==> src/design/periph_pkg.sv <==
// Shared widths, address map and AHB/APB types; peripheral registers are 32-bit word offsets
package periph_pkg;

// ====================
// Widths and sizes
// ====================
localparam int W_ADDR     = 32;
localparam int W_DATA     = 32;
localparam int W_PADDR    = 16;
localparam int N_GPIO     = 16;
localparam int N_LANES    = W_DATA / 8;
localparam int SRAM_DEPTH = 2048;
localparam int W_SRAM_IDX = $clog2(SRAM_DEPTH);
// Word index inside one 4 KiB peripheral block
localparam int W_REG_IDX  = 10;

typedef logic [W_ADDR-1:0]     addr_t;
typedef logic [W_PADDR-1:0]    paddr_t;
typedef logic [W_DATA-1:0]     data_t;
typedef logic [N_GPIO-1:0]     gpio_t;
typedef logic [W_SRAM_IDX-1:0] sram_idx_t;
typedef logic [W_REG_IDX-1:0]  reg_idx_t;
typedef logic [2:0]            hsize_t;

localparam hsize_t HSIZE_BYTE = 3'd0;
localparam hsize_t HSIZE_HALF = 3'd1;
localparam hsize_t HSIZE_WORD = 3'd2;

// ====================
// Address map
// ====================
localparam addr_t  SRAM_BASE   = 32'h2000_0000;
localparam addr_t  APB_BASE    = 32'h4000_0000;
localparam addr_t  REGION_MASK = 32'he000_0000;
localparam paddr_t PWM_BASE    = 16'h0000;
localparam paddr_t GPIO_BASE   = 16'h1000;
localparam paddr_t PERIPH_MASK = 16'hf000;

// Register word offsets
localparam reg_idx_t PWM_CSR   = 10'd0;
localparam reg_idx_t PWM_TOP   = 10'd1;
localparam reg_idx_t PWM_CMP   = 10'd2;
localparam reg_idx_t GPIO_OUT  = 10'd0;
localparam reg_idx_t GPIO_OE   = 10'd1;
localparam reg_idx_t GPIO_IN   = 10'd2;
localparam reg_idx_t GPIO_FSEL = 10'd3;

// Literals carry prefixes since both enums share this scope
typedef enum logic [1:0] {
	HTRANS_IDLE   = 2'b00,
	HTRANS_BUSY   = 2'b01,
	HTRANS_NONSEQ = 2'b10,
	HTRANS_SEQ    = 2'b11
} htrans_t;

typedef enum logic [1:0] {
	BR_IDLE,
	BR_SETUP,
	BR_ACCESS,
	BR_ERR2
} bridge_state_t;

// ====================
// Bus structs
// ====================
typedef struct packed {
	addr_t   haddr;
	logic    hwrite;
	htrans_t htrans;
	hsize_t  hsize;
	logic    hready;
} ahb_req_t;

typedef struct packed {
	logic  hready_resp;
	logic  hresp;
	data_t hrdata;
} ahb_resp_t;

typedef struct packed {
	paddr_t paddr;
	logic   psel;
	logic   penable;
	logic   pwrite;
	data_t  pwdata;
} apb_req_t;

typedef struct packed {
	logic  pready;
	data_t prdata;
	logic  pslverr;
} apb_resp_t;

endpackage

==> src/design/apb_splitter.sv <==
// APB splitter for PWM at 0x0000 and GPIO at 0x1000; other blocks answer with pslverr
module apb_splitter (
	input  periph_pkg::apb_req_t  apbs_req,
	output periph_pkg::apb_resp_t apbs_resp,
	output periph_pkg::apb_req_t  pwm_req,
	input  periph_pkg::apb_resp_t pwm_resp,
	output periph_pkg::apb_req_t  gpio_req,
	input  periph_pkg::apb_resp_t gpio_resp
);

logic hit_pwm;
logic hit_gpio;

assign hit_pwm  = (apbs_req.paddr & periph_pkg::PERIPH_MASK) == periph_pkg::PWM_BASE;
assign hit_gpio = (apbs_req.paddr & periph_pkg::PERIPH_MASK) == periph_pkg::GPIO_BASE;

always_comb begin
	pwm_req       = apbs_req;
	gpio_req      = apbs_req;
	pwm_req.psel  = apbs_req.psel && hit_pwm;
	gpio_req.psel = apbs_req.psel && hit_gpio;

	if (hit_pwm)
		apbs_resp = pwm_resp;
	else if (hit_gpio)
		apbs_resp = gpio_resp;
	else
		apbs_resp = '{pready: 1'b1, prdata: '0, pslverr: 1'b1};
end

endmodule

==> config.mk <==
export PLATFORM = sky130hd
export DESIGN_NAME = apb_splitter
export DESIGN_NICKNAME = d
export VERILOG_FILES = /design/src/design/periph_pkg.sv /design/src/design/apb_splitter.sv
export SDC_FILE = /design/constraint.sdc
export NUM_CORES = 1
export LEC_CHECK = 0
export BUFFER_PORTS_ARGS = -buffer_cell sky130_fd_sc_hd__buf_2
export CAP_MARGIN = 5
export CORE_AREA = 2 2 100 102
export DETAILED_ROUTE_END_ITERATION = 10
export DIE_AREA = 0 0 102 104
export SLEW_MARGIN = 20
export SYNTH_ARGS = -nofsm -noshare
export SYNTH_HDL_FRONTEND = slang
export SYNTH_SLANG_ARGS = --single-unit
==> constraint.sdc <==
create_clock -name vclk -period 1.26
set_clock_uncertainty 0.05 [all_clocks]
set_input_delay 0.252 -clock vclk [all_inputs]
set_output_delay 0.252 -clock vclk [all_outputs]
set_load 0.01 [all_outputs]
==> flow_summary.toml <==
[flow_run]
cap_violations = 0

[routing]
viasPerCell = 3.16
drt_iter0_drc = 16
drc = 0
wl_per_cell_um = 9.12
ant_nets = 0
drtPass1Iterations = 4
vias = 1044
wirelength_um = 3010

[sta]
setup_viol = 36
fmax_mhz = 665
report.final.slew_viol_count = 0
worst_slack_ps = -244
min_period_ps = 1500
hold_viol = 0
rsz0062_at_grt = "true"
fin_crit_sh = 1.19
slew_headroom = 0.879
tightest_slew_ps = 176

[hold_path]
min_path_cells = 0
hp-start = "apbs_req[8]"
min_to = "pwm_req[8]"
min_path_type = "primary input to primary output"

[place]
place.gp.congestion = 0.620
placed_area_sq_um = 1430
dp_worst_setup_slack_ps = -456
dpl.hpwl_um = 2670
io_buffer_count = 117

[logic_synthesis]
syn_area_per_cell_sq_um = 7.32
synth_top_area_frac = 0.575
synthesis.nets = 299
syn_inst = 180
yosysTopAreaCell = "buf_4"
synth_area_leaders = "buf_4, mux2i_1, nor2_1"
yosysSeqAreaShare = 0
synth.distinct_cells = 11
synthTopCellsByCount = "buf_4, nor2_1, mux2i_1"
ys_warn_count = 0
synth_most_common_cell = "buf_4"
netlist_area_sq_um = 1320

[finish]
fin_util = 0.153
clkbuf_count = 0
drive_above_1_share = 0.802
register_area_sq_um = 0
layout.nets = 318
diodes = 0
nFlopsAndLatches = 0
fin_area_sq_um = 1460
area_growth_pct = 10.6

[grt]
grt_use_total = 0.0498
grt_max_degree = 20
overflow = 0
grt_pass1_wl_um = 4570
grt_pass1_vias = 1012
grt_antenna_before_repair = 0

[floorplan]
row_count = 36
die_h_um = 104
initial_core_util = 0.138
core-area_sq_um = 9550
io_pins = 255
die_area_sq_um = 10600
die_x_um = 102

[power]
power_leakage_nw = 0.823
p_total_uw = 377
ir_worst_vdd_mv = 0.112
cellPowerDensity_nw_per_um2 = 259

[outcome]
violations = "negative setup slack"
outcome = "finished, violations left"

[cts]
postCtsHoldBufs = 0

[worst_setup_path]
slowest_stage = "or3_4"
path_class = "primary input to primary output"
startpoint_type = "primary input"
cp.required_ps = 960
endpoint_kind = "primary output"
crit_chain = "buf_6, or3_4, buf_12, nor2_2, buf_2"
max_stage_delay_ps = 430
crit_fanout = 17
worstPathArrival_ps = 1200
cells in the final DEF (no fill, tap or decap):
cell     instances
buf_2          115
mux2i_1         32
nor2_2          31
buf_12           4
buf_6            3
buf_4            3
nor2_1           2
nor2b_1          2
a211o_1          2
or3_4            1
nor3b_2          1
nand2_1          1
stage by stage:
step / std cells / TNS (ps) / hold WS, ps
after floorplan: 180 / -3840 / 546
after global placement: 329 / -14590 / 454
after detailed placement: 329 / -14840 / 454
after CTS: 329 / -8500 / 454
after global routing: 330 / -9760 / 454
final: 330 / -8190 / 454
per-layer routing:
layer	track usage	vias to the layer above	part of all wire	wire length, um
met2	0.0836	65	0.49	1460
met4	0.0171	0	0.019	57
li1	-	510	-	-
met1	0.0571	456	0.37	1120
met3	0.0188	13	0.12	367
met5	0	-	0	0
power breakdown:
| part | internal, mW | total [mW] | switching, mW |
|---|---|---|---|
| Combinational | 0.209 | 0.377 | 0.168 |
| Sequential | 0 | 0 | 0 |
| Clock | 0 | 0 | 0 |
cell type report:
class              instances  area, sq um
multi-input cells         72          579
well taps                133          166
fillers                 1128         8090
repair buffers           125          712
worst max-delay path, delay by kind of cell:
| family | cells | cell delay [ps] |
|---|---|---|
| buffers and inverters | 3 | 400 |
| and+or+nand+nor | 2 | 530 |
what timing repair did:
item	in CTS	in global routing
pin swaps	3	1
setup buffers	0	1
endpoints found under the setup margin	36	36
gates resized for setup	3	2
gates cloned	0	0
kinds of logic after synthesis:
| family | share of synthesized area |
|---|---|
| AOI/OAI and AO/OA | 0.0133 |
| and+or+nand+nor | 0.117 |
| buffers and inverters | 0.627 |
| muxes | 0.243 |
worst max-delay path by stage:
stage,startpoint,to,cells after the start
after global placement,apbs_req[50],pwm_req[34],5
after floorplan,apbs_req[50],apbs_resp[10],4
final,apbs_req[48],apbs_resp[17],5
after global routing,apbs_req[48],apbs_resp[15],5
after detailed placement,apbs_req[50],pwm_req[34],5
after CTS,apbs_req[48],apbs_resp[17],5
Note: power is estimated with default switching activity, not from simulation.
