File: src/design/periph_pkg.sv
// Shared widths, address map and AHB/APB types; peripheral registers are 32-bit word offsets
package periph_pkg;

// ====================
// Widths and sizes
// ====================
localparam int W_ADDR     = 32;
localparam int W_DATA     = 32;
localparam int W_PADDR    = 16;
localparam int N_GPIO     = 16;
localparam int N_LANES    = W_DATA / 8;
localparam int SRAM_DEPTH = 2048;
localparam int W_SRAM_IDX = $clog2(SRAM_DEPTH);
// Word index inside one 4 KiB peripheral block
localparam int W_REG_IDX  = 10;

typedef logic [W_ADDR-1:0]     addr_t;
typedef logic [W_PADDR-1:0]    paddr_t;
typedef logic [W_DATA-1:0]     data_t;
typedef logic [N_GPIO-1:0]     gpio_t;
typedef logic [W_SRAM_IDX-1:0] sram_idx_t;
typedef logic [W_REG_IDX-1:0]  reg_idx_t;
typedef logic [2:0]            hsize_t;

localparam hsize_t HSIZE_BYTE = 3'd0;
localparam hsize_t HSIZE_HALF = 3'd1;
localparam hsize_t HSIZE_WORD = 3'd2;

// ====================
// Address map
// ====================
localparam addr_t  SRAM_BASE   = 32'h2000_0000;
localparam addr_t  APB_BASE    = 32'h4000_0000;
localparam addr_t  REGION_MASK = 32'he000_0000;
localparam paddr_t PWM_BASE    = 16'h0000;
localparam paddr_t GPIO_BASE   = 16'h1000;
localparam paddr_t PERIPH_MASK = 16'hf000;

// Register word offsets
localparam reg_idx_t PWM_CSR   = 10'd0;
localparam reg_idx_t PWM_TOP   = 10'd1;
localparam reg_idx_t PWM_CMP   = 10'd2;
localparam reg_idx_t GPIO_OUT  = 10'd0;
localparam reg_idx_t GPIO_OE   = 10'd1;
localparam reg_idx_t GPIO_IN   = 10'd2;
localparam reg_idx_t GPIO_FSEL = 10'd3;

// Literals carry prefixes since both enums share this scope
typedef enum logic [1:0] {
	HTRANS_IDLE   = 2'b00,
	HTRANS_BUSY   = 2'b01,
	HTRANS_NONSEQ = 2'b10,
	HTRANS_SEQ    = 2'b11
} htrans_t;

typedef enum logic [1:0] {
	BR_IDLE,
	BR_SETUP,
	BR_ACCESS,
	BR_ERR2
} bridge_state_t;

// ====================
// Bus structs
// ====================
typedef struct packed {
	addr_t   haddr;
	logic    hwrite;
	htrans_t htrans;
	hsize_t  hsize;
	logic    hready;
} ahb_req_t;

typedef struct packed {
	logic  hready_resp;
	logic  hresp;
	data_t hrdata;
} ahb_resp_t;

typedef struct packed {
	paddr_t paddr;
	logic   psel;
	logic   penable;
	logic   pwrite;
	data_t  pwdata;
} apb_req_t;

typedef struct packed {
	logic  pready;
	data_t prdata;
	logic  pslverr;
} apb_resp_t;

endpackage

File: src/design/gpio.sv
// APB GPIO with separate in/out/oe vectors; GPIO_IN lags the pads by two clocks
module gpio (
	input  logic                  clk,
	input  logic                  reset,
	input  periph_pkg::apb_req_t  apbs_req,
	output periph_pkg::apb_resp_t apbs_resp,
	input  logic                  pwm,
	input  periph_pkg::gpio_t     gpio_in,
	output periph_pkg::gpio_t     gpio_out,
	output periph_pkg::gpio_t     gpio_oe
);

periph_pkg::gpio_t    out_r;
periph_pkg::gpio_t    oe_r;
logic                 fsel;
periph_pkg::gpio_t    sync1;
periph_pkg::gpio_t    sync2;
logic                 wr_en;
periph_pkg::reg_idx_t idx;

assign idx   = apbs_req.paddr[periph_pkg::W_REG_IDX+1:2];
assign wr_en = apbs_req.psel && apbs_req.penable && apbs_req.pwrite;

always_ff @(posedge clk) begin
	if (reset) begin
		out_r <= '0;
		oe_r  <= '0;
		fsel  <= 1'b0;
	end else if (wr_en) begin
		case (idx)
			periph_pkg::GPIO_OUT:  out_r <= apbs_req.pwdata[periph_pkg::N_GPIO-1:0];
			periph_pkg::GPIO_OE:   oe_r  <= apbs_req.pwdata[periph_pkg::N_GPIO-1:0];
			periph_pkg::GPIO_FSEL: fsel  <= apbs_req.pwdata[0];
			default: ;
		endcase
	end
end

// Two-flop synchronizer for the pad inputs
always_ff @(posedge clk) begin
	sync1 <= gpio_in;
	sync2 <= sync1;
end

// Pad 0 function select, PWM drives the pad with enable forced on
assign gpio_out = {out_r[periph_pkg::N_GPIO-1:1], fsel ? pwm : out_r[0]};
assign gpio_oe  = {oe_r[periph_pkg::N_GPIO-1:1], fsel | oe_r[0]};

always_comb begin
	apbs_resp.pready  = 1'b1;
	apbs_resp.pslverr = 1'b0;
	case (idx)
		periph_pkg::GPIO_OUT:  apbs_resp.prdata = periph_pkg::data_t'(out_r);
		periph_pkg::GPIO_OE:   apbs_resp.prdata = periph_pkg::data_t'(oe_r);
		periph_pkg::GPIO_IN:   apbs_resp.prdata = periph_pkg::data_t'(sync2);
		periph_pkg::GPIO_FSEL: apbs_resp.prdata = periph_pkg::data_t'(fsel);
		default:               apbs_resp.prdata = '0;
	endcase
end

endmodule

File: config.mk
export PLATFORM = sky130hd
export DESIGN_NAME = gpio
export DESIGN_NICKNAME = d
export VERILOG_FILES = /design/src/design/periph_pkg.sv /design/src/design/gpio.sv
export SDC_FILE = /design/constraint.sdc
export NUM_CORES = 1
export LEC_CHECK = 0
export CORE_MARGIN = 2
export CORE_UTILIZATION = 56
export DETAILED_ROUTE_END_ITERATION = 16
export DONT_BUFFER_PORTS = 1
export GPL_ROUTABILITY_DRIVEN = 0
export PLACE_DENSITY = 0.85
export SLEW_MARGIN = 5
export SYNTH_ARGS = -nofsm -noshare
export SYNTH_HDL_FRONTEND = slang
export SYNTH_SLANG_ARGS = --single-unit
export TNS_END_PERCENT = 50
File: constraint.sdc
create_clock -name clk -period 1.8 [get_ports clk]
set_clock_uncertainty 0.2 [all_clocks]
set_input_delay 0.18 -clock clk [delete_from_list [all_inputs] [get_ports clk]]
set_output_delay 0.18 -clock clk [all_outputs]
set_load 0.02 [all_outputs]
==> results.md <==
- Number of nets in the final layout: 411
- Number of synthesized register bits: 65
- Global-route congestion overflow total: 0
- Final Hold Vio Count: 0
- Initial core utilization: 57.99%
- Layout filler cell count: 355
- Worst vdd rail ir drop: 0.0008928 V
- Vertical extent of the die: 76.49 microns
- Overall power: 2.913 mW
- Vias in the first global route: 2188
- Maximum clock insertion buffer count: 2
- Num rows: 26
- Number of antenna repair diodes: 0
- CTS tree: done
- # DRC: 0
- # IOs: 136
- Yosys top cell by area: dfxtp_1
- Internal power component: 2.221 mW
- Antenna violations before repair: 0
- Power dissipated by switching net loads: 0.6920 mW
- Total area of multi-input combinational cells: 1274 sq um
- Dominant delay contributor by cell family on the critical path: flip-flops
- Top area cells in the synthesized netlist: dfxtp_1 44%, mux2i_1 16%, buf_4 13%, nand2b_1 8.3%, or2_2 3.4%
- Number of H-tree levels: 3
- Total iterations of the first detailed-routing run: 4
- Count of buffer and inverter cells on the critical path: 1
- Die ar.: 5851 sq um
- Syn avg cell area: 10.22 sq um
- Leakage: 1.569 nW
- Path type of the worst min-delay path: input port to register
- Type of element capturing the critical path: output pin
- Total length of routed wires: 6646 microns
- Setup TNS Final: 0 ns
- Power share of the clock group: 42.8%
- Area share of the largest cell type after synthesis: 44.22%
- Number of buffers added by the clock tree synthesis step: 9
- Layout cell share with drive strength beyond 1: 28.32%
- Number of buffer cells added on primary ports: 0
- Combined global-route utilization of all metal layers: 22.30%
- Share of synthesized area occupied by flip-flops and latches: 44.22%
- Final Slew Violations: 0
- Period utilization: 97.24%
- Net switching fraction of the power: 23.75%
- Status: finished clean
- Highest-delay cell along the critical path: dfxtp_1
- Remaining antenna violation count after routing: 0
- Yosys synthesis warning count: 0
- Post-CTS clock slew at the launch and capture registers of the worst setup and hold paths: 0.08 ns
- Area Growth Syn to Fin: 23.38%
- Most frequent cells in the layout: 65 x dfxtp_1, 51 x buf_4, 48 x mux2i_1
- Footprint of the flip-flops and latches: 1301 sq um
- Required time worst endpoint: 1.42 ns
- Total number of vias: 2019
- Setup violations, final: 0
- Instance count of the mapped netlist: 288
- Wire length of the first global-routing pass: 10090 microns
- Number of distinct library cells after synthesis: 23
- Number of DRC markers in iteration 0: 57
- Max-Cap Viols: 0
- Time the final worst path needs with I/O delays and setup: 1.750 ns
- Kind of start point of the critical path: register
- Wire length per cell after detailed routing: 15.98 microns
- Share of power burned in combinational logic: 6.1%
- Clock Sink Count: 65
- Smallest hold slack: 0.04395 ns
- Total standard cell area after synthesis: 2943 sq um
- Placeable core region: 5075 sq um
- Die boundary width: 76.49 microns
- Crit path arrival time: 1.37 ns
- Pwr dens: 802.3 nW/um^2
- Largest net degree at the start of global routing: 50
- Flop pwr share: 51.0%
- Critical path, cell by cell: mux2i_1 > or2_2 > a21oi_2 > buf_4
- Max Clock Freq: 571.3 MHz
- Detailed Place HPWL: 4000 microns
- Critical-path maximum fanout: 2
- Root cell of the clock tree: clkbuf_8
- Worst stage delay on the critical path: 0.35 ns
- Most frequent standard cell in the layout excluding fill and tap cells: dfxtp_1
- Kind of critical path: register to output pin
- Worst skew pair latency: 0.33 ns
- Vias per std cell: 4.853
==> flip-flops by register name, indices dropped and copies added, names as in the netlist <==
name   cells
oe_r      16
out_r     16
sync1     16
sync2     16
fsel       1
==> area by class of cell <==
class | instances | share of cell area, %
Timing Repair Buffer | 88 | 21.02
Tap cell | 70 | 2.412
Clock inverter | 7 | 2.136
Clock buffer | 9 | 3.411
Multi-Input combinational cell | 176 | 35.08
Sequential cell | 65 | 35.84
Inverter | 1 | 0.1034
==> timing repair <==
| action | in CTS | in global routing |
|---|---|---|
| buffers inserted | 0 | 0 |
| gates resized for setup | 0 | 9 |
| endpoints found under the setup margin | 0 | 8 |
| hold buffers | 37 | 0 |
| endpoints found under the hold margin | 49 | 0 |
==> cell usage after synthesis, drive strengths merged <==
library cell and number:
a21oi 15, and3 1, buf 55, clkbuf 7, conb 2, dfxtp 65
inv 1, mux2 1, mux2i 48, mux4 1, nand2 17, nand2b 39
nand3 1, nand4b 1, nor2b 1, nor4 4, or2 16, or2b 10
or4 3
==> layer usage <==
metal	vias up	track usage (%)	wire (microns)
li1	982	-	-
met1	941	22.63	2666
met2	90	43.19	3482
met3	6	6.872	463
met4	0	6.727	34
met5	-	0	0
==> kinds of logic after synthesis <==
kind of cell	count (synthesis)	share of synthesized area (%)
and+or+nand+nor	93	19.81
other	2	0.2552
buffers and inverters	63	15.69
DFF	65	44.22
AOI/OAI and AO/OA	15	2.551
muxes	50	17.47
==> worst paths after layout <==
check            from       endpoint  slack (ns)  depth (start not counted)
max          oe_r[12]  apbs_resp[13]        0.05                          4
max reg2reg  oe_r[14]       oe_r[14]        0.65                          3
min reg2reg  sync1[3]       sync2[3]        0.13                          0
min             reset       out_r[0]        0.04                          3
==> metrics by stage <==
stage	area, sq um	utilization, %	cells	worst slack, ns
floorplan	3003	-	304	-0.1598
global placement	3015	59.42	363	-0.1266
detailed placement	3015	59.42	363	-0.1398
CTS	3597	70.88	416	0.002628
global route	3631	71.55	416	-0.02394
finish	3631	71.55	416	0.04975
==> worst register-to-register path: cells and delay by family (launching register included) <==
family,cells,cell delay [ns]
multiplexers,1,0.15
flip-flops,1,0.33
AND/OR/NAND/NOR,1,0.24
buffers and inverters,1,0.15
==> power by group through the flow <==
stage	Sequential, mW	Clock [mW]	Combinational [mW]
3_5_place_dp	1.52	0	0.0931
6_report	1.49	1.25	0.179
5_1_grt	1.49	1.33	0.191
4_1_cts	1.48	1.27	0.172
3_3_place_gp	1.52	0	0.0914
2_1_floorplan	1.51	0	0.138
(Power assumes the default switching activity.)
