===== src/design/periph_pkg.sv =====
// Shared widths, address map and AHB/APB types; peripheral registers are 32-bit word offsets
package periph_pkg;

// ====================
// Widths and sizes
// ====================
localparam int W_ADDR     = 32;
localparam int W_DATA     = 32;
localparam int W_PADDR    = 16;
localparam int N_GPIO     = 16;
localparam int N_LANES    = W_DATA / 8;
localparam int SRAM_DEPTH = 2048;
localparam int W_SRAM_IDX = $clog2(SRAM_DEPTH);
// Word index inside one 4 KiB peripheral block
localparam int W_REG_IDX  = 10;

typedef logic [W_ADDR-1:0]     addr_t;
typedef logic [W_PADDR-1:0]    paddr_t;
typedef logic [W_DATA-1:0]     data_t;
typedef logic [N_GPIO-1:0]     gpio_t;
typedef logic [W_SRAM_IDX-1:0] sram_idx_t;
typedef logic [W_REG_IDX-1:0]  reg_idx_t;
typedef logic [2:0]            hsize_t;

localparam hsize_t HSIZE_BYTE = 3'd0;
localparam hsize_t HSIZE_HALF = 3'd1;
localparam hsize_t HSIZE_WORD = 3'd2;

// ====================
// Address map
// ====================
localparam addr_t  SRAM_BASE   = 32'h2000_0000;
localparam addr_t  APB_BASE    = 32'h4000_0000;
localparam addr_t  REGION_MASK = 32'he000_0000;
localparam paddr_t PWM_BASE    = 16'h0000;
localparam paddr_t GPIO_BASE   = 16'h1000;
localparam paddr_t PERIPH_MASK = 16'hf000;

// Register word offsets
localparam reg_idx_t PWM_CSR   = 10'd0;
localparam reg_idx_t PWM_TOP   = 10'd1;
localparam reg_idx_t PWM_CMP   = 10'd2;
localparam reg_idx_t GPIO_OUT  = 10'd0;
localparam reg_idx_t GPIO_OE   = 10'd1;
localparam reg_idx_t GPIO_IN   = 10'd2;
localparam reg_idx_t GPIO_FSEL = 10'd3;

// Literals carry prefixes since both enums share this scope
typedef enum logic [1:0] {
	HTRANS_IDLE   = 2'b00,
	HTRANS_BUSY   = 2'b01,
	HTRANS_NONSEQ = 2'b10,
	HTRANS_SEQ    = 2'b11
} htrans_t;

typedef enum logic [1:0] {
	BR_IDLE,
	BR_SETUP,
	BR_ACCESS,
	BR_ERR2
} bridge_state_t;

// ====================
// Bus structs
// ====================
typedef struct packed {
	addr_t   haddr;
	logic    hwrite;
	htrans_t htrans;
	hsize_t  hsize;
	logic    hready;
} ahb_req_t;

typedef struct packed {
	logic  hready_resp;
	logic  hresp;
	data_t hrdata;
} ahb_resp_t;

typedef struct packed {
	paddr_t paddr;
	logic   psel;
	logic   penable;
	logic   pwrite;
	data_t  pwdata;
} apb_req_t;

typedef struct packed {
	logic  pready;
	data_t prdata;
	logic  pslverr;
} apb_resp_t;

endpackage


===== src/design/pwm_tiny.sv =====
// APB PWM with 8-bit counter; output is high for CMP of every TOP+1 cycles, CMP > TOP stays high
module pwm_tiny (
	input  logic                  clk,
	input  logic                  reset,
	input  periph_pkg::apb_req_t  apbs_req,
	output periph_pkg::apb_resp_t apbs_resp,
	output logic                  pwm
);

logic                 en;
logic [7:0]           top;
logic [7:0]           cmp;
logic [7:0]           ctr;
logic                 wr_en;
periph_pkg::reg_idx_t idx;

assign idx   = apbs_req.paddr[periph_pkg::W_REG_IDX+1:2];
assign wr_en = apbs_req.psel && apbs_req.penable && apbs_req.pwrite;

always_ff @(posedge clk) begin
	if (reset) begin
		en  <= 1'b0;
		top <= 8'd0;
		cmp <= 8'd0;
	end else if (wr_en) begin
		case (idx)
			periph_pkg::PWM_CSR: en  <= apbs_req.pwdata[0];
			periph_pkg::PWM_TOP: top <= apbs_req.pwdata[7:0];
			periph_pkg::PWM_CMP: cmp <= apbs_req.pwdata[7:0];
			default: ;
		endcase
	end
end

// Counter wraps at TOP, pwm follows one cycle behind
always_ff @(posedge clk) begin
	if (reset || !en) begin
		ctr <= 8'd0;
		pwm <= 1'b0;
	end else begin
		ctr <= ctr == top ? 8'd0 : ctr + 8'd1;
		pwm <= ctr < cmp;
	end
end

always_comb begin
	apbs_resp.pready  = 1'b1;
	apbs_resp.pslverr = 1'b0;
	case (idx)
		periph_pkg::PWM_CSR: apbs_resp.prdata = periph_pkg::data_t'(en);
		periph_pkg::PWM_TOP: apbs_resp.prdata = periph_pkg::data_t'(top);
		periph_pkg::PWM_CMP: apbs_resp.prdata = periph_pkg::data_t'(cmp);
		default:             apbs_resp.prdata = '0;
	endcase
end

endmodule


===== config.mk =====
export PLATFORM = sky130hd
export DESIGN_NAME = pwm_tiny
export DESIGN_NICKNAME = d
export VERILOG_FILES = /design/src/design/periph_pkg.sv /design/src/design/pwm_tiny.sv
export SDC_FILE = /design/constraint.sdc
export NUM_CORES = 1
export LEC_CHECK = 0
export BUFFER_PORTS_ARGS = -buffer_cell sky130_fd_sc_hd__buf_2
export CORE_ASPECT_RATIO = 2
export CORE_MARGIN = 5
export CORE_UTILIZATION = 40
export DETAILED_ROUTE_END_ITERATION = 10
export GPL_TIMING_DRIVEN = 0
export PLACE_DENSITY = 0.76
export SYNTH_ARGS = -nofsm -noshare
export SYNTH_HDL_FRONTEND = slang
export SYNTH_SLANG_ARGS = --single-unit

===== constraint.sdc =====
create_clock -name clk -period 1.5 [get_ports clk]
set_input_delay 0 -clock clk [delete_from_list [all_inputs] [get_ports clk]]
set_output_delay 0 -clock clk [all_outputs]
set_load 0.03 [all_outputs]

==> impl_metrics.env <==
export IMPL_status="finished clean"
export IMPL_hold_depth=5
export IMPL_grt_busiest_layer="met2"
export IMPL_yosys_top_cells_area="dfxtp_1 (33%), buf_4 (12%), mux2i_1 (11%), xor2_1 (7.1%), ha_1 (6.3%)"
export IMPL_synth_edf_count=0
export IMPL_design_die_area_mm2=0.00545
export IMPL_max_slew_margin_rel=0.610
export IMPL_r2r_end="pwm$_SDFF_PP0_"
export IMPL_seq_area_frac_synth=0.325
export IMPL_place_congestion=0.806
export IMPL_postSynthCellCount=172
export IMPL_use_met3=0.0210
export IMPL_initial_core_util=0.412
export IMPL_critPathMaxStageDelay_ns=0.36
export IMPL_grt_max_degree=14
export IMPL_drt_total_wl_um=3630
export IMPL_setup_tns_ns=0
export IMPL_r2r_setup_slack_ns=0.04
export IMPL_use_met1=0.136
export IMPL_core_area_mm2=0.00388
export IMPL_syn_area_mm2=0.00160
export IMPL_regArea_um2=528
export IMPL_critPathSlowestCell="dfxtp_4"
export IMPL_multiInputGateArea_um2=957
export IMPL_worst_ep_arrival_time_ns=1.67
export IMPL_stdcell_area_mm2=0.00212
export IMPL_min_path_type="in -> reg"
export IMPL_worstSetupPathType="reg -> reg"
export IMPL_fmax_ghz=0.687
export IMPL_cts_root_buf="clkbuf_8"
export IMPL_clock_latency_ns=0.27
export IMPL_met2_usage=0.271
export IMPL_grt_pass1_wl_um=5720
export IMPL_dr_pass1_iters=4
export IMPL_drtAntennaViolNets=0
export IMPL_drtIter0Drc=22
export IMPL_drv_slew=0
export IMPL_netlist_area_leader_share=0.325
export IMPL_cts_sinks=26
export IMPL_grt_pass1_vias=1286
export IMPL_htree_levels=1
export IMPL_tightest_slew_ns=0.585
export IMPL_fin_skew_ns=0.00154
export IMPL_ys_ff_latch=26
export IMPL_wl_per_cell_um=12.3
export IMPL_async_flop_share=0
export IMPL_r2r_cells=5
export IMPL_rsz0062_at_grt="yes"
export IMPL_dieHeight_um=99.5
export IMPL_crit_required_ns=1.72
export IMPL_finalSetupViolations=0
export IMPL_period_needed_ns=1.46
export IMPL_critPathBufInv=0
export IMPL_numCtsBuffers=3
export IMPL_placed_area_mm2=0.00191
export IMPL_ioPinCount=88
export IMPL_hp_start="apbs_req[38]"
export IMPL_yosys_cell_types_count=30
export IMPL_hold_viol_final=0
export IMPL_vias=1354
export IMPL_power_density_mw_per_mm2=612
export IMPL_ir_drop_mv=0.421
export IMPL_dp_hpwl_um=2870
export IMPL_period_share=0.971
export IMPL_end_kind="flip-flop"
export IMPL_r2r_start="ctr[5]$_SDFF_PP0_"
export IMPL_grt_overflow_total=0
export IMPL_area_growth_pct=32.3
export IMPL_syn_avg_cell_area_um2=9.31
export IMPL_p_leak_nw=1.17
export IMPL_ys_warn_count=0
export IMPL_worstPathMaxFanout=2
export IMPL_path_clk_slew_ns=0.08
export IMPL_cp_common_cell="a21o_1"
export IMPL_cp_start_kind="flip-flop"
export IMPL_cap_violations=0
export IMPL_remaining_drc_errors=0
export IMPL_synth_largest_area_cell="dfxtp_1"
export IMPL_holdPathEnd="en$_SDFFE_PP0P_"
export IMPL_num_fill_cells=372
export IMPL_synthTopCellsByCount="buf_4 (26), dfxtp_1 (26), nor2_1 (26), mux2i_1 (18), xor2_1 (13)"
export IMPL_diodes=0
export IMPL_clockBufferDepth=2
export IMPL_fp_dieW_um=54.7
export IMPL_via_per_inst=4.59
export IMPL_synth_main_ff_cell="dfxtp_1"
export IMPL_rows=32
export IMPL_drive_gt1_frac=0.336
export IMPL_grt_usage=0.143
export IMPL_tritoncts="built"
export IMPL_antenna_found_initial=0
export IMPL_final_nets=307
export IMPL_io_buffers=30
export IMPL_cp_cell_sequence="ha_4, a21o_1, a21o_1, a2111oi_4, o21a_1"
export IMPL_cp_top_family="compound AO/OA/AOI/OAI gates"
==> report_power, final <==
| group | switching (mW) | leakage (nW) | internal, mW |
|---|---|---|---|
| Sequential | 0.0000409 | 0.212 | 0.687 |
| Combinational | 0.135 | 0.939 | 0.0898 |
| Clock | 0.205 | 0.0216 | 0.180 |
==> registers in the layout, indices dropped and copies added, names as in the netlist <==
signal	cells
cmp	8
ctr	8
top	8
en	1
pwm	1
==> cells by family after synthesis <==
family                   count (synthesis)  share of synthesized area
other                                    2                    0.00469
adder cells (fa/ha/maj)                  8                     0.0625
buffers and inverters                   39                      0.154
flip-flops                              26                      0.325
AO/OA/AOI/OAI                           16                     0.0789
XOR/XNOR                                14                     0.0766
AND/OR/NAND/NOR                         49                      0.186
multiplexers                            18                      0.112
==> cells in the final DEF (no fill, tap or decap), types with 3 or more instances in the layout <==
cell type	count
buf_4	33
nand3_1	5
dfxtp_2	3
conb_1	26
a21o_1	3
mux2i_1	18
and3_1	4
inv_1	8
clkbuf_8	3
nor2_1	26
dlygate4sd3_1	8
buf_2	32
a22o_1	7
ha_1	7
xor2_1	13
dfxtp_1	22
==> metrics by stage <==
stage,std cells,hold slack [ns],setup WS [ns],util,power (mW)
floorplan,196,0.144,0.0267,-,0.864
global placement,277,0.251,-0.166,0.492,0.907
detailed placement,277,0.257,-0.157,0.492,0.908
CTS,291,0.152,-0.0307,0.538,1.31
global route,295,0.183,-0.0318,0.546,1.35
finish,295,0.159,0.0440,0.546,1.30
==> worst reg2reg max path: cells and delay by family (launching register included) <==
| kind | cells | cell delay [ns] |
|---|---|---|
| fa+ha+maj | 1 | 0.23 |
| compound gates | 4 | 0.82 |
| flops | 1 | 0.36 |
==> worst max path at each step <==
stage,start,end,slack [ns],cells after the start
2_1_floorplan,cmp[5]$_SDFFE_PP0P_,pwm$_SDFF_PP0_,0.03,6
3_3_place_gp,ctr[5]$_SDFF_PP0_,pwm$_SDFF_PP0_,-0.17,5
3_5_place_dp,ctr[5]$_SDFF_PP0_,pwm$_SDFF_PP0_,-0.16,5
4_1_cts,ctr[5]$_SDFF_PP0_,pwm$_SDFF_PP0_,-0.03,5
5_1_grt,cmp[5]$_SDFFE_PP0P_,pwm$_SDFF_PP0_,-0.03,6
6_report,ctr[5]$_SDFF_PP0_,pwm$_SDFF_PP0_,0.04,5
==> final cells by class <==
cell class	count	area share
multi-input cells	131	0.452
flip-flops and latches	26	0.249
repair buffers	45	0.133
plain buffers	30	0.100
well taps	51	0.0301
clock buffers	3	0.0195
inverters	9	0.0159
==> metal layers <==
metal / vias up / wire length (um)
met5: - / 0
met4: 0 / 90
met3: 8 / 226
met2: 41 / 2090
met1: 628 / 1220
li1: 677 / -
==> timing repair <==
action / in CTS / in global routing
setup endpoints to repair: 1 / 16
hold endpoints to repair: 15 / 0
pin swaps: 4 / 3
hold buffers: 8 / 0
buffers inserted: 3 / 4
resized for setup: 8 / 1
(Power assumes the default switching activity.)
