File: src/design/periph_pkg.sv
// Shared widths, address map and AHB/APB types; peripheral registers are 32-bit word offsets
package periph_pkg;

// ====================
// Widths and sizes
// ====================
localparam int W_ADDR     = 32;
localparam int W_DATA     = 32;
localparam int W_PADDR    = 16;
localparam int N_GPIO     = 16;
localparam int N_LANES    = W_DATA / 8;
localparam int SRAM_DEPTH = 2048;
localparam int W_SRAM_IDX = $clog2(SRAM_DEPTH);
// Word index inside one 4 KiB peripheral block
localparam int W_REG_IDX  = 10;

typedef logic [W_ADDR-1:0]     addr_t;
typedef logic [W_PADDR-1:0]    paddr_t;
typedef logic [W_DATA-1:0]     data_t;
typedef logic [N_GPIO-1:0]     gpio_t;
typedef logic [W_SRAM_IDX-1:0] sram_idx_t;
typedef logic [W_REG_IDX-1:0]  reg_idx_t;
typedef logic [2:0]            hsize_t;

localparam hsize_t HSIZE_BYTE = 3'd0;
localparam hsize_t HSIZE_HALF = 3'd1;
localparam hsize_t HSIZE_WORD = 3'd2;

// ====================
// Address map
// ====================
localparam addr_t  SRAM_BASE   = 32'h2000_0000;
localparam addr_t  APB_BASE    = 32'h4000_0000;
localparam addr_t  REGION_MASK = 32'he000_0000;
localparam paddr_t PWM_BASE    = 16'h0000;
localparam paddr_t GPIO_BASE   = 16'h1000;
localparam paddr_t PERIPH_MASK = 16'hf000;

// Register word offsets
localparam reg_idx_t PWM_CSR   = 10'd0;
localparam reg_idx_t PWM_TOP   = 10'd1;
localparam reg_idx_t PWM_CMP   = 10'd2;
localparam reg_idx_t GPIO_OUT  = 10'd0;
localparam reg_idx_t GPIO_OE   = 10'd1;
localparam reg_idx_t GPIO_IN   = 10'd2;
localparam reg_idx_t GPIO_FSEL = 10'd3;

// Literals carry prefixes since both enums share this scope
typedef enum logic [1:0] {
	HTRANS_IDLE   = 2'b00,
	HTRANS_BUSY   = 2'b01,
	HTRANS_NONSEQ = 2'b10,
	HTRANS_SEQ    = 2'b11
} htrans_t;

typedef enum logic [1:0] {
	BR_IDLE,
	BR_SETUP,
	BR_ACCESS,
	BR_ERR2
} bridge_state_t;

// ====================
// Bus structs
// ====================
typedef struct packed {
	addr_t   haddr;
	logic    hwrite;
	htrans_t htrans;
	hsize_t  hsize;
	logic    hready;
} ahb_req_t;

typedef struct packed {
	logic  hready_resp;
	logic  hresp;
	data_t hrdata;
} ahb_resp_t;

typedef struct packed {
	paddr_t paddr;
	logic   psel;
	logic   penable;
	logic   pwrite;
	data_t  pwdata;
} apb_req_t;

typedef struct packed {
	logic  pready;
	data_t prdata;
	logic  pslverr;
} apb_resp_t;

endpackage

File: src/design/ahbl_to_apb.sv
// AHB-Lite to APB bridge, word transfers only; paddr is the low 16 bits of haddr
module ahbl_to_apb (
	input  logic                  clk,
	input  logic                  reset,
	input  periph_pkg::ahb_req_t  ahbls_req,
	input  periph_pkg::data_t     ahbls_hwdata,
	output periph_pkg::ahb_resp_t ahbls_resp,
	output periph_pkg::apb_req_t  apbm_req,
	input  periph_pkg::apb_resp_t apbm_resp
);

periph_pkg::bridge_state_t state;
periph_pkg::paddr_t        paddr_q;
logic                      pwrite_q;
periph_pkg::data_t         rdata_q;
logic                      trans_valid;
logic                      can_accept;
logic                      take;

assign trans_valid = ahbls_req.htrans == periph_pkg::HTRANS_NONSEQ ||
	ahbls_req.htrans == periph_pkg::HTRANS_SEQ;
// IDLE and ERR2 are the cycles where hready_resp is high
assign can_accept = state == periph_pkg::BR_IDLE || state == periph_pkg::BR_ERR2;
assign take       = can_accept && ahbls_req.hready && trans_valid;

// ====================
// State machine
// ====================
always_ff @(posedge clk) begin
	if (reset) begin
		state <= periph_pkg::BR_IDLE;
	end else begin
		case (state)
			periph_pkg::BR_IDLE, periph_pkg::BR_ERR2: begin
				if (take)
					state <= periph_pkg::BR_SETUP;
				else
					state <= periph_pkg::BR_IDLE;
			end
			periph_pkg::BR_SETUP: state <= periph_pkg::BR_ACCESS;
			periph_pkg::BR_ACCESS: begin
				if (apbm_resp.pready && apbm_resp.pslverr)
					state <= periph_pkg::BR_ERR2;
				else if (apbm_resp.pready)
					state <= periph_pkg::BR_IDLE;
			end
			default: state <= periph_pkg::BR_IDLE;
		endcase
	end
end

always_ff @(posedge clk) begin
	if (take) begin
		paddr_q  <= ahbls_req.haddr[periph_pkg::W_PADDR-1:0];
		pwrite_q <= ahbls_req.hwrite;
	end
	if (state == periph_pkg::BR_ACCESS && apbm_resp.pready)
		rdata_q <= apbm_resp.prdata;
end

// ====================
// Bus outputs
// ====================
always_comb begin
	apbm_req.paddr   = paddr_q;
	apbm_req.psel    = state == periph_pkg::BR_SETUP || state == periph_pkg::BR_ACCESS;
	apbm_req.penable = state == periph_pkg::BR_ACCESS;
	apbm_req.pwrite  = pwrite_q;
	// hwdata is held by the master for the whole data phase
	apbm_req.pwdata  = ahbls_hwdata;

	ahbls_resp.hready_resp = can_accept;
	// First error cycle is the failing access, second is ERR2
	ahbls_resp.hresp = state == periph_pkg::BR_ERR2 ||
		(state == periph_pkg::BR_ACCESS && apbm_resp.pready && apbm_resp.pslverr);
	ahbls_resp.hrdata = rdata_q;
end

// Access cycles keep the select and the write data of their setup cycle
a_access_hold: assert property (@(posedge clk) disable iff (reset)
	apbm_req.penable |-> apbm_req.psel && $stable(apbm_req.pwdata))
	else $error("APB access without psel or with changing write data");

a_word_only: assert property (@(posedge clk) disable iff (reset)
	take |-> ahbls_req.hsize == periph_pkg::HSIZE_WORD)
	else $error("non-word transfer sent to the APB bridge");

endmodule

File: config.mk
export PLATFORM = sky130hd
export DESIGN_NAME = ahbl_to_apb
export DESIGN_NICKNAME = d
export VERILOG_FILES = /design/src/design/periph_pkg.sv /design/src/design/ahbl_to_apb.sv
export SDC_FILE = /design/constraint.sdc
export NUM_CORES = 1
export LEC_CHECK = 0
export BUFFER_PORTS_ARGS = -buffer_cell sky130_fd_sc_hd__buf_2
export CELL_PAD_IN_SITES_DETAIL_PLACEMENT = 1
export CELL_PAD_IN_SITES_GLOBAL_PLACEMENT = 1
export CORE_AREA = 2 2 87 89
export DETAILED_ROUTE_END_ITERATION = 8
export DIE_AREA = 0 0 89 91
export MAX_ROUTING_LAYER = met4
export PLACE_DENSITY_LB_ADDON = 0.1
export SETUP_SLACK_MARGIN = 0.15
export SLEW_MARGIN = 15
export SYNTH_ARGS = -nofsm -noshare
export SYNTH_HDL_FRONTEND = slang
export SYNTH_SLANG_ARGS = --single-unit
File: constraint.sdc
create_clock -name clk -period 6.3 [get_ports clk]
set_input_delay 1.26 -clock clk [delete_from_list [all_inputs] [get_ports clk]]
set_output_delay 1.26 -clock clk [all_outputs]
set_load 0.03 [all_outputs]
==> impl_metrics.env, run 1 <==
export IMPL_status="finished, final reports clean"
export IMPL_avgViaCountPerCell=3.85
export IMPL_r2r_end="paddr_q[8]"
export IMPL_postCtsSetupRepairBufs=0
export IMPL_cts_hold_buffers=0
export IMPL_final_core_util_pct=33.8
export IMPL_r2r_slack_ns=4.54
export IMPL_hp_start="state[0]"
export IMPL_grt_max_degree=34
export IMPL_tightest_slew_ns=0.626
export IMPL_hold_violations=0
export IMPL_synth_mux_area_share_pct=0
export IMPL_dpl_cell_area_um2=2310
export IMPL_syn_nets=214
export IMPL_gp_routability_congestion=0.650
export IMPL_post_place_cells=277
export IMPL_r2r_cells=4
export IMPL_worstSkewPairLatency_ns=0.29
export IMPL_overflow=0
export IMPL_grt_usage_pct=9.36
export IMPL_rsz0062_at_grt="no"
export IMPL_worstPathMaxFanout=33
export IMPL_initial_core_util_pct=26.6
export IMPL_pin_count=192
export IMPL_routed_wl_um=3880
export IMPL_syn_area_um2=1900
export IMPL_crit_cells=5
export IMPL_synth_cells=104
export IMPL_whs_ns=0.571
export IMPL_drv_cap=0
export IMPL_die_area_um2=8100
export IMPL_dieHeight_um=91
export IMPL_reg2reg_from="state[0]"
export IMPL_vias=1093
export IMPL_crit_path_start="apbm_resp[33]"
export IMPL_cts_buffers=5
export IMPL_p_leak_nw=1.02
export IMPL_max_stage_delay_ns=0.36
export IMPL_port_buffer_count=107
export IMPL_cts_tree="built"
export IMPL_peakVddDrop_mv=0.123
export IMPL_antenna_found_initial=0
export IMPL_drc_errors=0
export IMPL_relSlewSlack_pct=58.2
export IMPL_drtIter0Drc=41
export IMPL_synth_ff_type="edfxtp_1"
export IMPL_dr_pass1_iters=4
export IMPL_maxSlewViolCount=0
export IMPL_min_path_cells=2
export IMPL_grt_pass1_vias=1145
export IMPL_period_needed_ns=3.47
export IMPL_synth_edf_count=49
export IMPL_cts_path_max_buffers=2
export IMPL_fin_area_um2=2410
export IMPL_ys_seq_elements=51
export IMPL_synth_simple_area_share_pct=1.98
export IMPL_arrival_ns=2.21
export IMPL_path_class="in2out"
export IMPL_clk_pin_slew_ns=0.08
export IMPL_slowest_stage="buf_4"
export IMPL_fin_nets=295
export IMPL_cts_sinks=51
export IMPL_ys_seq_area_share_pct=79.6
export IMPL_clock_fmax_mhz=288
export IMPL_clock_root_buffer="clkbuf_8"
export IMPL_drive_gt1_share_pct=63.8
export IMPL_cts_resized=0
export IMPL_synth_cell_types=14
export IMPL_coreArea_um2=7140
export IMPL_areaGrowthSynthToFinish_pct=27.1
export IMPL_synth_area_per_cell_um2=18.3
export IMPL_synth_top_family_by_area="buffers and inverters"
export IMPL_die_w_um=89
export IMPL_cp_end_kind="primary output"
export IMPL_fin_cells=284
export IMPL_hold_class="reg2reg"
export IMPL_cp_num_buf_inv=3
export IMPL_synth_fa_ha_area_share_pct=1.98
export IMPL_final_cell_mix="buf_2 (107), edfxtp_1 (49), inv_1 (5), clkbuf_8 (5), ha_1 (3)"
export IMPL_cp_top_family="buffers and inverters"
export IMPL_path_cells="buf_2 > and2_1 > buf_4 > a21o_2 > buf_2"
export IMPL_synth_xor_area_share_pct=0
export IMPL_finalSetupViolCount=0
export IMPL_wl_per_cell_um=13.7
export IMPL_hold_path_endpoint="state[0]"
export IMPL_yosys_warnings=0
export IMPL_grt_pass1_wl_um=5660
export IMPL_h_tree_depth=2
export IMPL_cp_common_cell="buf_2"
export IMPL_power_density_nw_per_um2=261
export IMPL_layout_commonest_cell="buf_2"
export IMPL_ant_nets=0
export IMPL_synth_compound_area_share_pct=2.04
export IMPL_period_share_pct=55.2
export IMPL_final_setup_tns_ns=0
export IMPL_async_reset_ff_share_pct=0
export IMPL_std_cell_rows=31
export IMPL_cp_start_kind="input pin"
export IMPL_antenna_cells=0
export IMPL_fin_skew_ns=0.00795
export IMPL_worstPathRequired_ns=5.04
[power breakdown]
group          leakage (nW)  total [mW]  switching, mW  internal, mW
clock                0.0513       0.212         0.0953         0.116
sequential            0.463       0.379        0.00160         0.378
combinational         0.509      0.0398         0.0231        0.0167
[cell type report]
type	count	area (um^2)
clock buffer	6	72.6
timing repair buffer	108	543
fill	796	4720
clock inverter	1	30.0
inverter	5	18.8
sequential	51	1510
multi-input combinational	14	114
tap	99	124
[state kept, by name, summed over array words and instances (netlist names)]
signal / cells
rdata_q: 32
paddr_q: 16
pwrite_q: 1
state: 2
[routing by layer]
layer	global-route usage, %	share of wire (%)
met4	3.23	1.2
met1	10.6	38
met3	6.36	18
met5	-	0
met2	13.1	43
[per-stage QoR]
step                total power, mW  setup WS (ns)
global placement              0.426           2.82
detailed placement            0.428           2.78
CTS                           0.642           2.78
finish                        0.631           2.83
floorplan                     0.443           2.61
global route                  0.655           2.72
[kinds of logic after synthesis]
kind of cell,Yosys count
DFF,51
and+or+nand+nor,7
adders and majority gates,3
buffers and inverters,39
AOI/OAI and AO/OA,4
[worst min-delay path: cells and delay by family, from the launching register on]
kind | cells | cell delay (ns)
flip-flops | 1 | 0.35
AO/OA/AOI/OAI | 1 | 0.05
AND/OR/NAND/NOR | 1 | 0.13
[worst max path at each step]
stage	endpoint	slack, ns
2_1_floorplan	ahbls_resp[32]	2.61
3_3_place_gp	ahbls_resp[32]	2.82
3_5_place_dp	ahbls_resp[32]	2.78
4_1_cts	ahbls_resp[32]	2.78
5_1_grt	ahbls_resp[32]	2.72
6_report	ahbls_resp[32]	2.83
[cell usage after synthesis (2+ instances only)]
master | number | share of area (%)
edfxtp_1 | 49 | 77
buf_4 | 34 | 13
inv_1 | 5 | 0.99
ha_1 | 3 | 2.0
a211oi_2 | 2 | 1.3
dfxtp_1 | 2 | 2.1
nor2_1 | 2 | 0.40
Note: power is estimated with default switching activity, not from simulation.
==> run 2: changes to the inputs <==
--- a/config.mk
+++ b/config.mk
@@ -8,9 +8,9 @@
 export BUFFER_PORTS_ARGS = -buffer_cell sky130_fd_sc_hd__buf_2
 export CELL_PAD_IN_SITES_DETAIL_PLACEMENT = 1
 export CELL_PAD_IN_SITES_GLOBAL_PLACEMENT = 1
-export CORE_AREA = 2 2 87 89
+export CORE_AREA = 2 2 91 93
 export DETAILED_ROUTE_END_ITERATION = 8
-export DIE_AREA = 0 0 89 91
+export DIE_AREA = 0 0 93 95
 export MAX_ROUTING_LAYER = met4
 export PLACE_DENSITY_LB_ADDON = 0.1
 export SETUP_SLACK_MARGIN = 0.15
==> constraint.sdc (replaced) <==
create_clock -name clk -period 3.55 [get_ports clk]
set_input_delay 0.71 -clock clk [delete_from_list [all_inputs] [get_ports clk]]
set_output_delay 0.71 -clock clk [all_outputs]
set_load 0.03 [all_outputs]
==> run 2 against run 1 <==
  * Via count increased by 1.6%
  * Flip-flop and latch count unchanged
  * Final cell count increased by 2.5%
  * Global-route usage increased by 0.46 points
  * Wire length increased by 13%
  * Largest cell class unchanged
  * Largest power group unchanged
  * Highest routed layer unchanged
==> impl_metrics.env, run 2 (synthesis gave the netlist of run 1 again) <==
export IMPL_status="finished, final reports clean"
export IMPL_areaGrowthSynthToFinish_pct=26.3
export IMPL_worstSkewPairLatency_ns=0.30
export IMPL_cts_path_max_buffers=2
export IMPL_use_met3_pct=3.75
export IMPL_use_met1_pct=9.92
export IMPL_final_setup_tns_ns=0
export IMPL_relSlewSlack_pct=55.4
export IMPL_hold_path_endpoint="state[0]"
export IMPL_rsz0062_at_grt="no"
export IMPL_overflow=0
export IMPL_layout_setup_ws_ns=1.33
export IMPL_power_density_nw_per_um2=442
export IMPL_detailed_place_hpwl_um=3430
export IMPL_layout_commonest_cell="buf_2"
export IMPL_largestRegisters="rdata_q (32), paddr_q (16), state (2)"
export IMPL_cts_tree="built"
export IMPL_routed_wl_um=4370
export IMPL_crit_path_start="state[0]"
export IMPL_wl_per_cell_um=15.0
export IMPL_die_area_um2=8840
export IMPL_grt_max_degree=33
export IMPL_pin_count=192
export IMPL_path_class="reg2out"
export IMPL_pre_cts_ws_ns=1.49
export IMPL_dr_pass1_iters=3
export IMPL_drive_gt1_share_pct=62.9
export IMPL_drv_cap=0
export IMPL_use_met2_pct=15.4
export IMPL_drc_errors=0
export IMPL_peakVddDrop_mv=0.169
export IMPL_cp_end_kind="primary output"
export IMPL_largest_reg_flops=32
export IMPL_avgViaCountPerCell=3.81
export IMPL_r2r_slack_ns=1.74
export IMPL_fin_nets=295
export IMPL_period_share_pct=62.4
export IMPL_grt_busiest_layer="met2"
export IMPL_grt_pass1_vias=1136
export IMPL_clock_root_buffer="clkbuf_8"
export IMPL_clk_pin_slew_ns=0.08
export IMPL_worstPathRequired_ns=2.84
export IMPL_total_power_mw=1.06
export IMPL_cts_resized=0
export IMPL_period_needed_ns=2.22
export IMPL_r2r_cells=4
export IMPL_hp_start="state[0]"
export IMPL_slowest_stage="dfxtp_1"
export IMPL_cp_start_kind="flop"
export IMPL_hold_class="reg2reg"
export IMPL_cts_sinks=51
export IMPL_postCtsSetupRepairBufs=0
export IMPL_worstPathMaxFanout=4
export IMPL_fillCellCount=901
export IMPL_antenna_found_initial=0
export IMPL_grt_pass1_wl_um=6220
export IMPL_p_leak_nw=1.01
export IMPL_gp_routability_congestion=0.649
export IMPL_std_cell_rows=33
export IMPL_cts_hold_buffers=0
export IMPL_reg2reg_from="state[0]"
export IMPL_coreArea_um2=7930
export IMPL_finalSetupViolCount=0
export IMPL_ff_latch_area_um2=1510
export IMPL_clock_fmax_mhz=451
export IMPL_antenna_cells=0
export IMPL_path_cells="inv_1 > ha_1 > and2_1 > a21o_2 > buf_2"
export IMPL_grt_usage_pct=9.82
export IMPL_max_stage_delay_ns=0.39
export IMPL_port_buffer_count=107
export IMPL_die_w_um=93
export IMPL_tightest_slew_ns=0.668
export IMPL_min_path_cells=2
export IMPL_drtIter0Drc=31
export IMPL_dieHeight_um=95
export IMPL_hold_violations=0
export IMPL_vias=1110
export IMPL_initial_core_util_pct=24.0
export IMPL_h_tree_depth=2
export IMPL_cts_buffers=5
export IMPL_multiInputGateArea_um2=114
export IMPL_fin_skew_ns=0.00721
export IMPL_maxSlewViolCount=0
export IMPL_ant_nets=0
export IMPL_top_register="rdata_q"
export IMPL_arrival_ns=1.51
export IMPL_final_cell_mix="buf_2 (107), edfxtp_1 (49), inv_1 (5), clkbuf_8 (5), ha_1 (3)"
export IMPL_r2r_end="paddr_q[2]"
## run 2: changes by cell type in the layout (fill, tap and decap cells not counted)
cell,previous run,this run
clkinv_1,0,2
bufinv_16,1,0
## run 2: report_power, final
part	switching, mW	internal (mW)	total [mW]	leakage, nW
Combinational	0.0415	0.0296	0.0711	0.509
Clock	0.180	0.135	0.315	0.0403
Sequential	0.00282	0.671	0.673	0.463
Total	0.224	0.835	1.06	1.01
## run 2: worst max-delay path, delay by kind of cell, from the launching register on
| kind | cells | cell delay, ns |
|---|---|---|
| buffers and inverters | 2 | 0.23 |
| AND/OR/NAND/NOR | 1 | 0.16 |
| AO/OA/AOI/OAI | 1 | 0.20 |
| adder cells (fa/ha/maj) | 1 | 0.24 |
| flip-flops | 1 | 0.39 |
## run 2: per-layer routing
layer / share of wire [%] / vias up
met2: 51 / 64
met4: 6.7 / 0
li1: - / 492
met3: 9.1 / 35
met5: 0 / -
met1: 33 / 519
## run 2: through the flow
| stage | cell area (um^2) | std cells | hold WS, ns | util (%) |
|---|---|---|---|---|
| CTS | 2400 | 291 | 0.569 | 30.3 |
| detailed placement | 2320 | 283 | 0.565 | 29.2 |
| global placement | 2320 | 283 | 0.555 | 29.2 |
| finish | 2400 | 291 | 0.569 | 30.3 |
| global route | 2400 | 291 | 0.561 | 30.3 |
| floorplan | 1900 | 104 | 0.530 | - |
## run 2: worst max path at each step
stage	endpoint	slack (ns)	cells after the start
6_report	ahbls_resp[32]	1.33	5
5_1_grt	ahbls_resp[32]	1.21	5
4_1_cts	ahbls_resp[32]	1.30	5
3_5_place_dp	ahbls_resp[32]	1.49	4
3_3_place_gp	ahbls_resp[32]	1.49	4
2_1_floorplan	ahbls_resp[32]	0.86	4
## run 2: cell type report
| cell class | count | area share (%) |
|---|---|---|
| clock buffers | 6 | 3.03 |
| clock inverters | 2 | 0.313 |
| inverters | 5 | 0.782 |
| multi-input cells | 14 | 4.75 |
| flip-flops and latches | 51 | 63.0 |
| well taps | 105 | 5.48 |
| repair buffers | 108 | 22.6 |
